## config.mk

```make
export PLATFORM = sky130hd
export DESIGN_NAME = intr_unit
export DESIGN_NICKNAME = d
export VERILOG_FILES = /design/src/hw/intr_pkg.sv /design/src/hw/chan_irq_if.sv /design/src/hw/intr_mask_reg.sv /design/src/hw/intr_slot.sv /design/src/hw/intr_prio_array.sv /design/src/hw/intr_vector_enc.sv /design/src/hw/chan_irq_fetch.sv /design/src/hw/intr_unit.sv
export SDC_FILE = /design/constraint.sdc
export NUM_CORES = 1
export LEC_CHECK = 0
export BUFFER_PORTS_ARGS = -buffer_cell sky130_fd_sc_hd__buf_2
export CELL_PAD_IN_SITES_DETAIL_PLACEMENT = 2
export CELL_PAD_IN_SITES_GLOBAL_PLACEMENT = 2
export CORE_UTILIZATION = 32
export CTS_CLUSTER_DIAMETER = 60
export DETAILED_ROUTE_END_ITERATION = 6
export PLACE_DENSITY = 0.77
export SLEW_MARGIN = 40
export SYNTH_ARGS = -nofsm -noshare
export SYNTH_HDL_FRONTEND = slang
export SYNTH_SLANG_ARGS = --single-unit
```

## constraint.sdc

```tcl
create_clock -name __clk -period 3.1 [get_ports __clk]
set_input_delay 0.775 -clock __clk [delete_from_list [all_inputs] [get_ports __clk]]
set_output_delay 0.775 -clock __clk [all_outputs]
set_load 0.01 [all_outputs]
```

## src/hw/intr_pkg.sv

```systemverilog
package intr_pkg;

	// interrupt levels and mask groups
	localparam int n_irq = 32;
	localparam int n_mask = 10;
	localparam int n_chan = 16; // channel levels
	localparam int slot_chan_lo = 12; // first channel slot
	localparam int slot_tail_lo = slot_chan_lo + n_chan; // W-settable slots after channels
	localparam int n_tail = n_irq - slot_tail_lo;

	localparam int slot_cpu_hi = 3; // other CPU, high priority
	localparam int slot_cpu_lo = 29; // other CPU, low priority
	localparam int slot_soft_hi = 30;
	localparam int slot_soft_lo = 31;
	localparam int slot_unused = 11; // tied low

	// channel acknowledge timing, in clocks
	localparam int dok_dly_ticks = 4;
	localparam int dok_ticks = 6;
	localparam int dok_dly_w = $clog2(dok_dly_ticks + 1);
	localparam int dok_win_w = $clog2(dok_ticks + 1);

	// vector layout on dad
	localparam int vec_flag_bit = 4;
	localparam int vec_num_msb = 11; // slot number in bits 11..15
	localparam int vec_num_w = $clog2(n_irq);

	// mask bit gating each slot, -1 means never masked
	localparam int mask_group [0:n_irq-1] = '{
		-1,
		0, 1, 2, 3,
		4, 4, 4, 4, 4, 4, 4,
		5, 5, 6, 6,
		7, 7, 7, 7, 7, 7,
		8, 8, 8, 8, 8, 8,
		9, 9, 9, 9
	};

	typedef logic [0:n_irq-1] irq_vec_t; // slot 0 is highest priority
	typedef logic [0:n_mask-1] mask_vec_t;
	typedef logic [0:15] word_t; // bit 0 is the msb

endpackage

```

## src/hw/chan_irq_if.sv

```systemverilog
`timescale 1ns/1ns

// channel and other-CPU requests, fetch block to cell array
interface chan_irq_if import intr_pkg::*; ();

	logic [0:n_chan-1] chan_req; // one-hot channel number
	logic cpu_hi; // other CPU, slot 3
	logic cpu_lo; // other CPU, slot 29
	logic window; // acknowledge window, qualifies the pulses

	modport src (
		output chan_req,
		output cpu_hi,
		output cpu_lo,
		output window
	);

	modport dst (
		input chan_req,
		input cpu_hi,
		input cpu_lo,
		input window
	);

endinterface

```

## src/hw/intr_mask_reg.sv

```systemverilog
`timescale 1ns/1ns

module intr_mask_reg import intr_pkg::*; (
	input logic __clk,
	input logic arst_n,
	input logic clm, // general clear
	input logic load, // strob1 & w_rm
	input word_t w,
	input mask_vec_t zi, // lock-out pattern from the chain
	input logic serve,
	output mask_vec_t rs
);

	// clear beats serve, serve beats load
	always_ff @(posedge __clk or negedge arst_n) begin
		if (!arst_n) begin
			rs <= '0;
		end else if (clm) begin
			rs <= '0;
		end else if (serve) begin
			// groups at and below the serviced level get locked out
			rs <= rs & zi;
		end else if (load) begin
			rs <= w[0:n_mask-1]; // mask lives in W bits 0..9
		end
	end

endmodule

```

## src/hw/intr_slot.sv

```systemverilog
`timescale 1ns/1ns

module intr_slot (
	input logic __clk,
	input logic arst_n,
	input logic imask, // mask bit for this level
	input logic src, // level source, sampled every clock
	input logic w_set, // W bus bit for software set
	input logic set_en, // software write strobe
	input logic clr,
	input logic serve,
	input logic prio_in,
	output logic rz,
	output logic sz,
	output logic rp,
	output logic prio_out
);

	assign sz = rz & imask; // masked request

	// chain passes only past an idle, unrequested level
	assign prio_out = prio_in & ~sz & ~rp;

	always_ff @(posedge __clk or negedge arst_n) begin
		if (!arst_n) begin
			rz <= 1'b0;
			rp <= 1'b0;
		end else begin
			// request bit, clear wins
			if (clr) begin
				rz <= 1'b0;
			end else if (src | (set_en & w_set)) begin
				rz <= 1'b1;
			end
			// service bit, drops with the cell's clear
			if (clr) begin
				rp <= 1'b0;
			end else if (serve & prio_in & sz) begin
				rp <= 1'b1; // only the chain head can get here
			end
		end
	end

endmodule

```

## src/hw/intr_prio_array.sv

```systemverilog
`timescale 1ns/1ns

module intr_prio_array import intr_pkg::*; (
	input logic __clk,
	input logic arst_n,
	input irq_vec_t src, // asynchronous levels
	input word_t w,
	input logic strob1,
	input logic ck_rz_w,
	input logic zerrz,
	input logic clm,
	input logic i2,
	input logic k1,
	input logic sin,
	input logic ir14,
	input logic ir15,
	input logic serve,
	input logic zer, // head of the chain
	input mask_vec_t rs,
	chan_irq_if.dst chan,
	output irq_vec_t rp,
	output mask_vec_t zi,
	output word_t bus_rz,
	output logic irq
);

	irq_vec_t src_all, w_set, set_en, clr, imask;
	irq_vec_t rz, sz, prio_in, prio_out;
	logic soft_op, soft_hi, soft_lo, soft_clr;
	logic ck_rzw, clr_w, clr_ch;

	// software interrupt instruction
	assign soft_op = strob1 & sin;
	assign soft_hi = soft_op & ir14;
	assign soft_lo = soft_op & ir15;
	assign soft_clr = soft_op & ~ir14 & ~ir15; // neither bit, drop both

	assign ck_rzw = strob1 & ck_rz_w; // masked write from W
	assign clr_w = clm | zerrz;
	assign clr_ch = clm | k1 | (strob1 & i2); // i2 strobe drops latched channel requests

	always_comb begin
		src_all = src;
		src_all[slot_unused] = 1'b0;
		src_all[slot_cpu_hi] = src[slot_cpu_hi] | (chan.window & chan.cpu_hi);
		src_all[slot_cpu_lo] = src[slot_cpu_lo] | (chan.window & chan.cpu_lo);
		src_all[slot_chan_lo +: n_chan] = src[slot_chan_lo +: n_chan]
			| (chan.chan_req & {n_chan{chan.window}}); // pulses only count in the window
		src_all[slot_soft_hi] = src[slot_soft_hi] | soft_hi;
		src_all[slot_soft_lo] = src[slot_soft_lo] | soft_lo;
	end

	always_comb begin
		w_set = '0; // channel slots can't be written
		set_en = '0;
		clr = {n_irq{clr_w}};
		w_set[0 +: slot_chan_lo] = w[0 +: slot_chan_lo]; // W 0..11
		w_set[slot_tail_lo +: n_tail] = w[slot_chan_lo +: n_tail]; // W 12..15
		set_en[0 +: slot_chan_lo] = {slot_chan_lo{ck_rzw}};
		set_en[slot_tail_lo +: n_tail] = {n_tail{ck_rzw}};
		clr[slot_chan_lo +: n_chan] = {n_chan{clr_ch}};
		clr[slot_soft_hi] = clr_w | soft_clr;
		clr[slot_soft_lo] = clr_w | soft_clr;
	end

	assign prio_in = {zer, prio_out[0:n_irq-2]};

	genvar i;
	generate
		for (i = 0; i < n_irq; i++) begin : g_slot
			if (mask_group[i] < 0) begin : g_nmi
				assign imask[i] = 1'b1; // slot 0 can't be masked
			end else begin : g_msk
				assign imask[i] = rs[mask_group[i]];
			end
			intr_slot u_slot (
				.__clk(__clk),
				.arst_n(arst_n),
				.imask(imask[i]),
				.src(src_all[i]),
				.w_set(w_set[i]),
				.set_en(set_en[i]),
				.clr(clr[i]),
				.serve(serve),
				.prio_in(prio_in[i]),
				.rz(rz[i]),
				.sz(sz[i]),
				.rp(rp[i]),
				.prio_out(prio_out[i])
			);
		end
		// lock-out per group, taken at the group's last slot
		for (i = 1; i < n_irq - 1; i++) begin : g_zi
			if (mask_group[i] != mask_group[i + 1]) begin : g_end
				assign zi[mask_group[i]] = prio_out[i];
			end
		end
	endgenerate

	assign zi[n_mask-1] = prio_out[n_irq-1];

	assign bus_rz = {rz[0 +: slot_chan_lo], rz[slot_tail_lo +: n_tail]}; // user-visible only
	assign irq = |sz; // summed request

endmodule

```

## src/hw/intr_vector_enc.sv

```systemverilog
`timescale 1ns/1ns

module intr_vector_enc import intr_pkg::*; (
	input irq_vec_t rp,
	input logic vec_rd,
	output word_t dad
);

	logic [vec_num_w-1:0] slot_num; // highest set service bit

	// scan from the bottom so slot 0 ends up winning
	always_comb begin
		slot_num = '0;
		for (int i = n_irq - 1; i >= 0; i--) begin
			if (rp[i]) begin
				slot_num = vec_num_w'(i);
			end
		end
	end

	always_comb begin
		dad = '0; // bus idle unless the vector is read
		if (vec_rd) begin
			dad[vec_flag_bit] = 1'b1; // vector fetch flag
			dad[vec_num_msb +: vec_num_w] = slot_num; // msb first in bit 11
		end
	end

endmodule

```

## src/hw/chan_irq_fetch.sv

```systemverilog
`timescale 1ns/1ns

module chan_irq_fetch import intr_pkg::*; (
	input logic __clk,
	input logic arst_n,
	input logic rin, // channel interrupt request
	input logic zgpn_,
	input word_t rdt,
	chan_irq_if.src chan,
	output logic dok
);

	logic rin_q;
	logic [dok_dly_w-1:0] dly_cnt; // delay before the window
	logic [dok_win_w-1:0] win_cnt; // remaining window clocks
	logic ack; // acknowledge flag
	logic first; // first window clock

	always_ff @(posedge __clk or negedge arst_n) begin
		if (!arst_n) begin
			rin_q <= 1'b0;
			dly_cnt <= '0;
			win_cnt <= '0;
			ack <= 1'b0;
		end else begin
			rin_q <= rin;
			if (!rin) begin
				dly_cnt <= '0; // abort
				win_cnt <= '0;
			end else if (~rin_q) begin
				dly_cnt <= dok_dly_w'(dok_dly_ticks); // rin just rose
			end else if (dly_cnt != '0) begin
				dly_cnt <= dly_cnt - 1'b1;
				if (dly_cnt == dok_dly_w'(1)) begin
					win_cnt <= dok_win_w'(dok_ticks); // open the window
				end
			end else if (win_cnt != '0) begin
				win_cnt <= win_cnt - 1'b1;
			end
			// flag taken at window start, held until rin drops
			if (!rin) begin
				ack <= 1'b0;
			end else if (first) begin
				ack <= ~rdt[15] | zgpn_;
			end
		end
	end

	assign chan.window = rin & (win_cnt != '0);
	assign first = rin & (win_cnt == dok_win_w'(dok_ticks));

	// channel number from rdt 11..14 when bit 15 is low
	always_comb begin
		chan.chan_req = '0;
		if (first & ~rdt[15]) begin
			chan.chan_req[rdt[11:14]] = 1'b1;
		end
	end

	assign chan.cpu_hi = first & rdt[15] & ~rdt[0]; // other CPU requests
	assign chan.cpu_lo = first & rdt[15] & rdt[0];

	assign dok = rin & ack; // falls with rin in the same cycle

endmodule

```

## src/hw/intr_unit.sv

```systemverilog
`timescale 1ns/1ns

module intr_unit import intr_pkg::*; (
	input logic __clk,
	input logic arst_n,
	// strobes and clears
	input logic strob1,
	input logic w_rm,
	input logic ck_rz_w,
	input logic zerrz,
	input logic clm,
	// CPU states
	input logic i2,
	input logic k1,
	input logic i4,
	input logic serve, // i1 & przerw
	input logic zer,
	// software interrupt
	input logic sin,
	input logic ir14,
	input logic ir15,
	// asynchronous levels
	input logic pout, // power out
	input logic b_parz, // memory parity error
	input logic b_p0, // no memory
	input logic rpa, // interface power out
	input logic zegar, // timer
	input logic xi, // illegal instruction
	input logic fi0,
	input logic fi1,
	input logic fi2,
	input logic fi3,
	input logic oprq, // operator request
	// channel fetch
	input logic rin,
	input logic zw, // bus grant
	input logic zgpn_,
	input word_t w,
	input word_t rdt,
	input logic vec_rd,
	output logic irq,
	output logic przerw_z,
	output mask_vec_t rs,
	output word_t bus_rz,
	output logic dok,
	output word_t dad
);

	irq_vec_t src, rp;
	mask_vec_t zi;
	logic mask_clr;
	logic fetch_rin;

	chan_irq_if chan_bus ();

	// slots fed by channels, other CPU and software stay zero here
	assign src = {
		pout, b_parz, b_p0, 1'b0, rpa, zegar, xi, fi0, fi1, fi2, fi3,
		1'b0, // unused
		{n_chan{1'b0}},
		oprq, 1'b0, 1'b0, 1'b0
	};

	assign mask_clr = clm | (strob1 & i4); // i4 also wipes the mask
	assign fetch_rin = rin & zw; // fetch only while the bus is granted
	assign przerw_z = zi[4] & ~zi[8]; // chain stops on a channel level

	intr_mask_reg u_mask (
		.__clk(__clk),
		.arst_n(arst_n),
		.clm(mask_clr),
		.load(strob1 & w_rm),
		.w(w),
		.zi(zi),
		.serve(serve),
		.rs(rs)
	);

	intr_prio_array u_array (
		.__clk(__clk),
		.arst_n(arst_n),
		.src(src),
		.w(w),
		.strob1(strob1),
		.ck_rz_w(ck_rz_w),
		.zerrz(zerrz),
		.clm(clm),
		.i2(i2),
		.k1(k1),
		.sin(sin),
		.ir14(ir14),
		.ir15(ir15),
		.serve(serve),
		.zer(zer),
		.rs(rs),
		.chan(chan_bus),
		.rp(rp),
		.zi(zi),
		.bus_rz(bus_rz),
		.irq(irq)
	);

	intr_vector_enc u_vec (
		.rp(rp),
		.vec_rd(vec_rd),
		.dad(dad)
	);

	chan_irq_fetch u_fetch (
		.__clk(__clk),
		.arst_n(arst_n),
		.rin(fetch_rin),
		.zgpn_(zgpn_),
		.rdt(rdt),
		.chan(chan_bus),
		.dok(dok)
	);

endmodule

```

# ---- After elaboration in Yosys (flattened, before gate mapping)
# Index checks and enable logic that the tools add are counted.
# Widths: inputs -> output; s select.
dict set report word_totals {
  register_bits 82
}
dict set report op_classes {
  reduce_logical 70
  add_sub_neg 2
  eq_ne 7
  muxes 178
  bitwise 288
  order_cmp 2
}
# operator count
set op_table {}
lappend op_table {{$and 1x1->1} 195}
lappend op_table {{$mux 5} 33}
lappend op_table {{$mux 1} 132}
lappend op_table {{$reduce_bool 2->1} 64}
lappend op_table {{$not 1->1} 69}
lappend op_table {{$reduce_or 32->1} 1}
lappend op_table {{$mux 10} 3}
lappend op_table {{$mux 3} 8}
lappend op_table {{$or 1x1->1} 21}
lappend op_table {{$and 16x16->16} 1}
lappend op_table {{$mux 16} 1}
lappend op_table {{$and 10x10->10} 1}
lappend op_table {{$ne 3x3->1 const B} 3}
lappend op_table {{$reduce_bool 3->1} 3}
lappend op_table {{$sub 3x1->3 const B} 2}
lappend op_table {{$ge 5x5->1 const B} 1}
lappend op_table {{$lt 5x1->1 const B} 1}
lappend op_table {{$not 4->5} 1}
lappend op_table {{$demux 1 s4} 1}
lappend op_table {{$ne 2x2->1 const B} 2}
lappend op_table {{$eq 3x1->1 const B} 1}
lappend op_table {{$eq 3x3->1 const B} 1}
lappend op_table {{$reduce_and 3->1} 1}
lappend op_table {{$logic_and 1x1->1} 1}

# ---- Longest topological paths before layout
dict set report depth {
  ltp_word 68
  mapped_depth 7
}

# ---- Hierarchy
# From an unflattened synthesis, not the netlist that was laid out.
dict set report unflattened {
  hier_cells 534
  area_unflattened_um2 5175.0
}
# module area_per_inst_um2 cells_per_inst instances seq_area_each_um2
set modules_own_cells {}
lappend modules_own_cells {intr_slot 95.1 8 32 50.0}
lappend modules_own_cells {chan_irq_fetch 634.4 77 1 200.2}
lappend modules_own_cells {intr_mask_reg 545.5 56 1 250.2}
lappend modules_own_cells {intr_prio_array 466.7 65 1 0.0}
lappend modules_own_cells {intr_vector_enc 454.2 75 1 0.0}
lappend modules_own_cells {intr_unit 31.3 5 1 0.0}

# ---- Least setup slack after synthesis
# OpenSTA, ideal clock, no wires.
dict set report synth_path {
  path_type {input to output}
  startpoint {input port zer}
  endpoint {output port przerw_z}
  required_time_ns 2.325
  t_arrival_ns 1.995
  cell_stages 4
  setup_slack_ns 0.330
  n_path_buf 0
  cell_sequence {nor4b_1 nand4_1 or4b_1 a21oi_1}
}
dict set report synth_via {
  elab_chain_cells 58
}
# element line
set synth_rtl {}
lappend synth_rtl {{start, declared} intr_unit.sv:17} ;# input logic zer,
lappend synth_rtl {{$and 1x1->1 (*) (24 in series)} intr_slot.sv:22} ;# assign prio_out = prio_in & ~sz & ~rp;
lappend synth_rtl {{$and 1x1->1 (32 in series)} intr_slot.sv:22}
lappend synth_rtl {{$not 1->1} intr_unit.sv:66} ;# assign przerw_z = zi[4] & ~zi[8];
lappend synth_rtl {{$and 1x1->1 (*)} intr_unit.sv:66}
lappend synth_rtl {{end, declared} intr_unit.sv:42} ;# output logic przerw_z,
# Every way passes the cells marked *; elsewhere a longest branch is shown, timed or not.

# ---- Final worst setup path
dict set report layout_path {
  startpoint {register u_array.g_slot[1].u_slot.rz}
  endpoint {output port przerw_z}
}
dict set report layout_via {
  elab_chain_cells 58
}
# element line
set layout_rtl {}
lappend layout_rtl {{start, declared} intr_slot.sv:13} ;# output logic rz,
lappend layout_rtl {{start signal, assigned} intr_slot.sv:26} ;# rz <= 1'b0;
lappend layout_rtl {{start signal, assigned} intr_slot.sv:31} ;# rz <= 1'b0;
lappend layout_rtl {{start signal, assigned} intr_slot.sv:33} ;# rz <= 1'b1;
lappend layout_rtl {{$and 1x1->1 (*)} intr_slot.sv:19} ;# assign sz = rz & imask;
lappend layout_rtl {{$not 1->1 (*)} intr_slot.sv:22}
lappend layout_rtl {{$and 1x1->1 (*) (22 in series)} intr_slot.sv:22}
lappend layout_rtl {{$and 1x1->1 (32 in series)} intr_slot.sv:22}
lappend layout_rtl {{$not 1->1} intr_unit.sv:66}
lappend layout_rtl {{$and 1x1->1 (*)} intr_unit.sv:66}
# Marked as above.

==> impl_metrics.env <==
export IMPL_fmax_mhz=325
export IMPL_drtAntennaViolNets=0
export IMPL_vias=4467
export IMPL_maxCapViolCount=0
export IMPL_hpwlAfterDp_um=12500
export IMPL_dieArea_um2=14900
export IMPL_final_core_util=0.391
export IMPL_fin_nets=674
export IMPL_rsz0062_at_grt="true"
export IMPL_h_tree_depth=3
export IMPL_grt_pass1_vias=4809
export IMPL_io_pins=107
export IMPL_r2r_slack_ns=0.61
export IMPL_start_kind="register"
export IMPL_wl_met1_um=7320
export IMPL_dpl_cell_area_um2=5140
export IMPL_report_final_slew_viol_count=0
export IMPL_ys_seq_elements=82
export IMPL_avgSynthCellArea_um2=8.69
export IMPL_ff2ff_path_depth=7
export IMPL_fin_worst_skew_ns=0.00531
export IMPL_period_needed_ns=3.08
export IMPL_drt_total_wl_um=16800
export IMPL_pre_cts_ws_ns=0.0165
export IMPL_final_area_um2=5460
export IMPL_route_met2_wl_um=8600
export IMPL_crit_arrival_ns=2.30
export IMPL_setup_viol=0
export IMPL_crit_start="u_array.g_slot[1].u_slot.rz"
export IMPL_root_buffer="clkbuf_16"
export IMPL_crit_required_ns=2.32
export IMPL_synth_area_um2=4610
export IMPL_core_area_um2=14000
export IMPL_power_density_nw_per_um2=437
export IMPL_yosys_warnings=0
export IMPL_cts_hold_buffers=0
export IMPL_p_leak_nw=2.50
export IMPL_synth_edf_count=0
export IMPL_synth_cell_types=59
export IMPL_r2r_start="u_array.g_slot[1].u_slot.rz"
export IMPL_synth_async_sr_flop_share=1.00
export IMPL_viasPerCell=5.65
export IMPL_wl_per_cell_um=21.2
export IMPL_worst_pin_slew_ns=0.691
export IMPL_hold_violations=0
export IMPL_total_power_mw=2.39
export IMPL_antenna_found_initial=0
export IMPL_finalCritPeriodShare=0.992
export IMPL_grt_pass1_wl_um=26600
export IMPL_holdWs_ns=0.404
export IMPL_r2r_end="u_array.g_slot[21].u_slot.rp"
export IMPL_grt_use_total=0.237
export IMPL_fp_row_count=43
export IMPL_status="complete, no violations"
export IMPL_clkTransAtPathRegs_ns=0.06
export IMPL_grt_max_degree=48
export IMPL_dr_pass1_iters=4
export IMPL_fillers=1606
export IMPL_cts_tree="yes"
export IMPL_critPathMaxFanout=5
export IMPL_first_iter_violations=185
export IMPL_grt_overflow_total=0
export IMPL_port_buffers=86
export IMPL_fin_ws_ns=0.0234
export IMPL_die_y_um=122
export IMPL_slew_headroom=0.527
export IMPL_vdd_drop_max_mv=0.282
export IMPL_drive_gt1_frac=0.233
export IMPL_synth_cells=530
export IMPL_dieWidth_um=122
export IMPL_crit_type="register to primary output"
export IMPL_topRoutingLayerUsed="met4"
export IMPL_place_gp_congestion=0.809
export IMPL_start_util=0.329
export IMPL_endpoint_kind="primary output"
export IMPL_insertion_delay_ns=0.35
export IMPL_diodes=0
export IMPL_yosysSeqAreaShare=0.445
export IMPL_drcViolationCount=0
export IMPL_numCtsBuffers=9
export IMPL_met3_length_um=546
export IMPL_cts_path_max_buffers=2
export IMPL_synthFlopType="dfrtp_1"
export IMPL_cts_sinks=82
export IMPL_areaGrowthSynthToFinish_pct=18.6
export IMPL_hold_path_class="input port to asynchronous set/reset pin"
-- cells in the mapped netlist (3+ instances only) --
cell type | number | area [µm²]
a211oi_1 | 17 | 128
a21oi_1 | 46 | 230
a221oi_1 | 3 | 26.3
a31oi_1 | 19 | 119
a41oi_1 | 9 | 78.8
and2_1 | 4 | 25.0
and3_1 | 7 | 43.8
buf_1 | 4 | 15.0
buf_4 | 37 | 278
clkbuf_1 | 12 | 45.0
dfrtp_1 | 82 | 2050
ha_1 | 6 | 75.1
inv_1 | 17 | 63.8
nand2_1 | 33 | 124
nand2b_1 | 4 | 25.0
nand3_1 | 18 | 90.1
nand4_1 | 10 | 62.6
nor2_1 | 87 | 327
nor3_1 | 23 | 115
nor3b_1 | 4 | 30.0
nor4_1 | 12 | 75.1
o21a_1 | 3 | 22.5
o21ai_0 | 19 | 95.1
o22ai_1 | 3 | 18.8
o31ai_1 | 5 | 37.5
o41ai_1 | 3 | 26.3
-- layer usage --
| metal | global-route usage | up-vias |
|---|---|---|
| li1 | - | 2055 |
| met1 | 0.282 | 2291 |
| met2 | 0.415 | 99 |
| met3 | 0.0510 | 22 |
| met4 | 0.0903 | 0 |
| met5 | 0 | - |
-- stage by stage --
stage                     setup TNS, ns  cells
after floorplan                       0    539
after detailed placement              0    773
after global routing            -0.0288    790
final                                 0    790
after global placement                0    773
after CTS                             0    790
-- sequential cells by signal (all words and copies together) (netlist names) --
register and count:
u_array.g_slot.u_slot.rp 32, u_array.g_slot.u_slot.rz 32, u_fetch.ack 1, u_fetch.dly_cnt 3, u_fetch.rin_q 1, u_fetch.win_cnt 3, u_mask.rs 10
-- repair_timing --
action / in CTS / in global routing
pin swaps: 1 / 3
endpoints found under the setup margin: 2 / 3
gates resized for setup: 2 / 4
setup buffers: 2 / 0
endpoints found under the hold margin: 0 / 0
-- cells by family (layout without fill, tap and decap cells) --
group | count (synthesis) | after routing | synth area share
AO/OA/AOI/OAI | 145 | 145 | 0.202
XOR/XNOR | 1 | 1 | 0.00190
adder cells (fa/ha/maj) | 6 | 6 | 0.0163
buffers and inverters | 71 | 142 | 0.0880
flip-flops | 82 | 82 | 0.445
multiplexers | 1 | 1 | 0.00244
other | 1 | 10 | 0.000814
AND/OR/NAND/NOR | 223 | 223 | 0.243
-- cell usage in the layout, fill, tap and decap left out, types with 4 or more instances in the layout --
cell type / synthesis / routed
nor2_1: 87 / 87
buf_2: 0 / 85
dfrtp_1: 82 / 82
a21oi_1: 46 / 44
nand2_1: 33 / 33
nor3_1: 23 / 23
buf_4: 37 / 23
o21ai_0: 19 / 19
a31oi_1: 19 / 19
nand3_1: 18 / 18
inv_1: 17 / 17
a211oi_1: 17 / 17
nor4_1: 12 / 10
nand4_1: 10 / 10
conb_1: 1 / 10
a41oi_1: 9 / 9
clkbuf_16: 0 / 9
and3_1: 7 / 7
ha_1: 6 / 6
o31ai_1: 5 / 5
nand2b_1: 4 / 4
nor3b_1: 4 / 4
-- critical path, cell delays in order (launching register included) --
cell and delay [ns]:
dfrtp_1 0.42, a222oi_1 0.47, buf_4 0.19, nand3_2 0.07
or4b_4 0.52, a21oi_2 0.13, buf_2 0.14
-- worst max-delay path by stage --
stage	endpoint	slack, ns	cells after the start
3_3_place_gp	przerw_z	0.11	6
2_1_floorplan	przerw_z	0.33	4
5_1_grt	przerw_z	-0.03	6
4_1_cts	przerw_z	0.0002	6
6_report	przerw_z	0.02	6
3_5_place_dp	przerw_z	0.02	6
-- final cells by class --
| type | count | area, µm² | share of cell area |
|---|---|---|---|
| multi-input cells | 386 | 2230 | 0.408 |
| flip-flops and latches | 82 | 2050 | 0.376 |
| repair buffers | 109 | 618 | 0.113 |
| clock buffers | 12 | 256 | 0.0469 |
| well taps | 180 | 225 | 0.0412 |
| inverters | 18 | 67.6 | 0.0124 |
| clock inverters | 3 | 15.0 | 0.00275 |
-- where the power goes --
part | switching, mW | total [mW] | internal (mW)
logic | 0.168 | 0.258 | 0.0900
clock network | 0.439 | 1.02 | 0.579
registers | 0.0243 | 1.11 | 1.09
total | 0.631 | 2.39 | 1.75
Note: power is estimated with default switching activity, not from simulation.
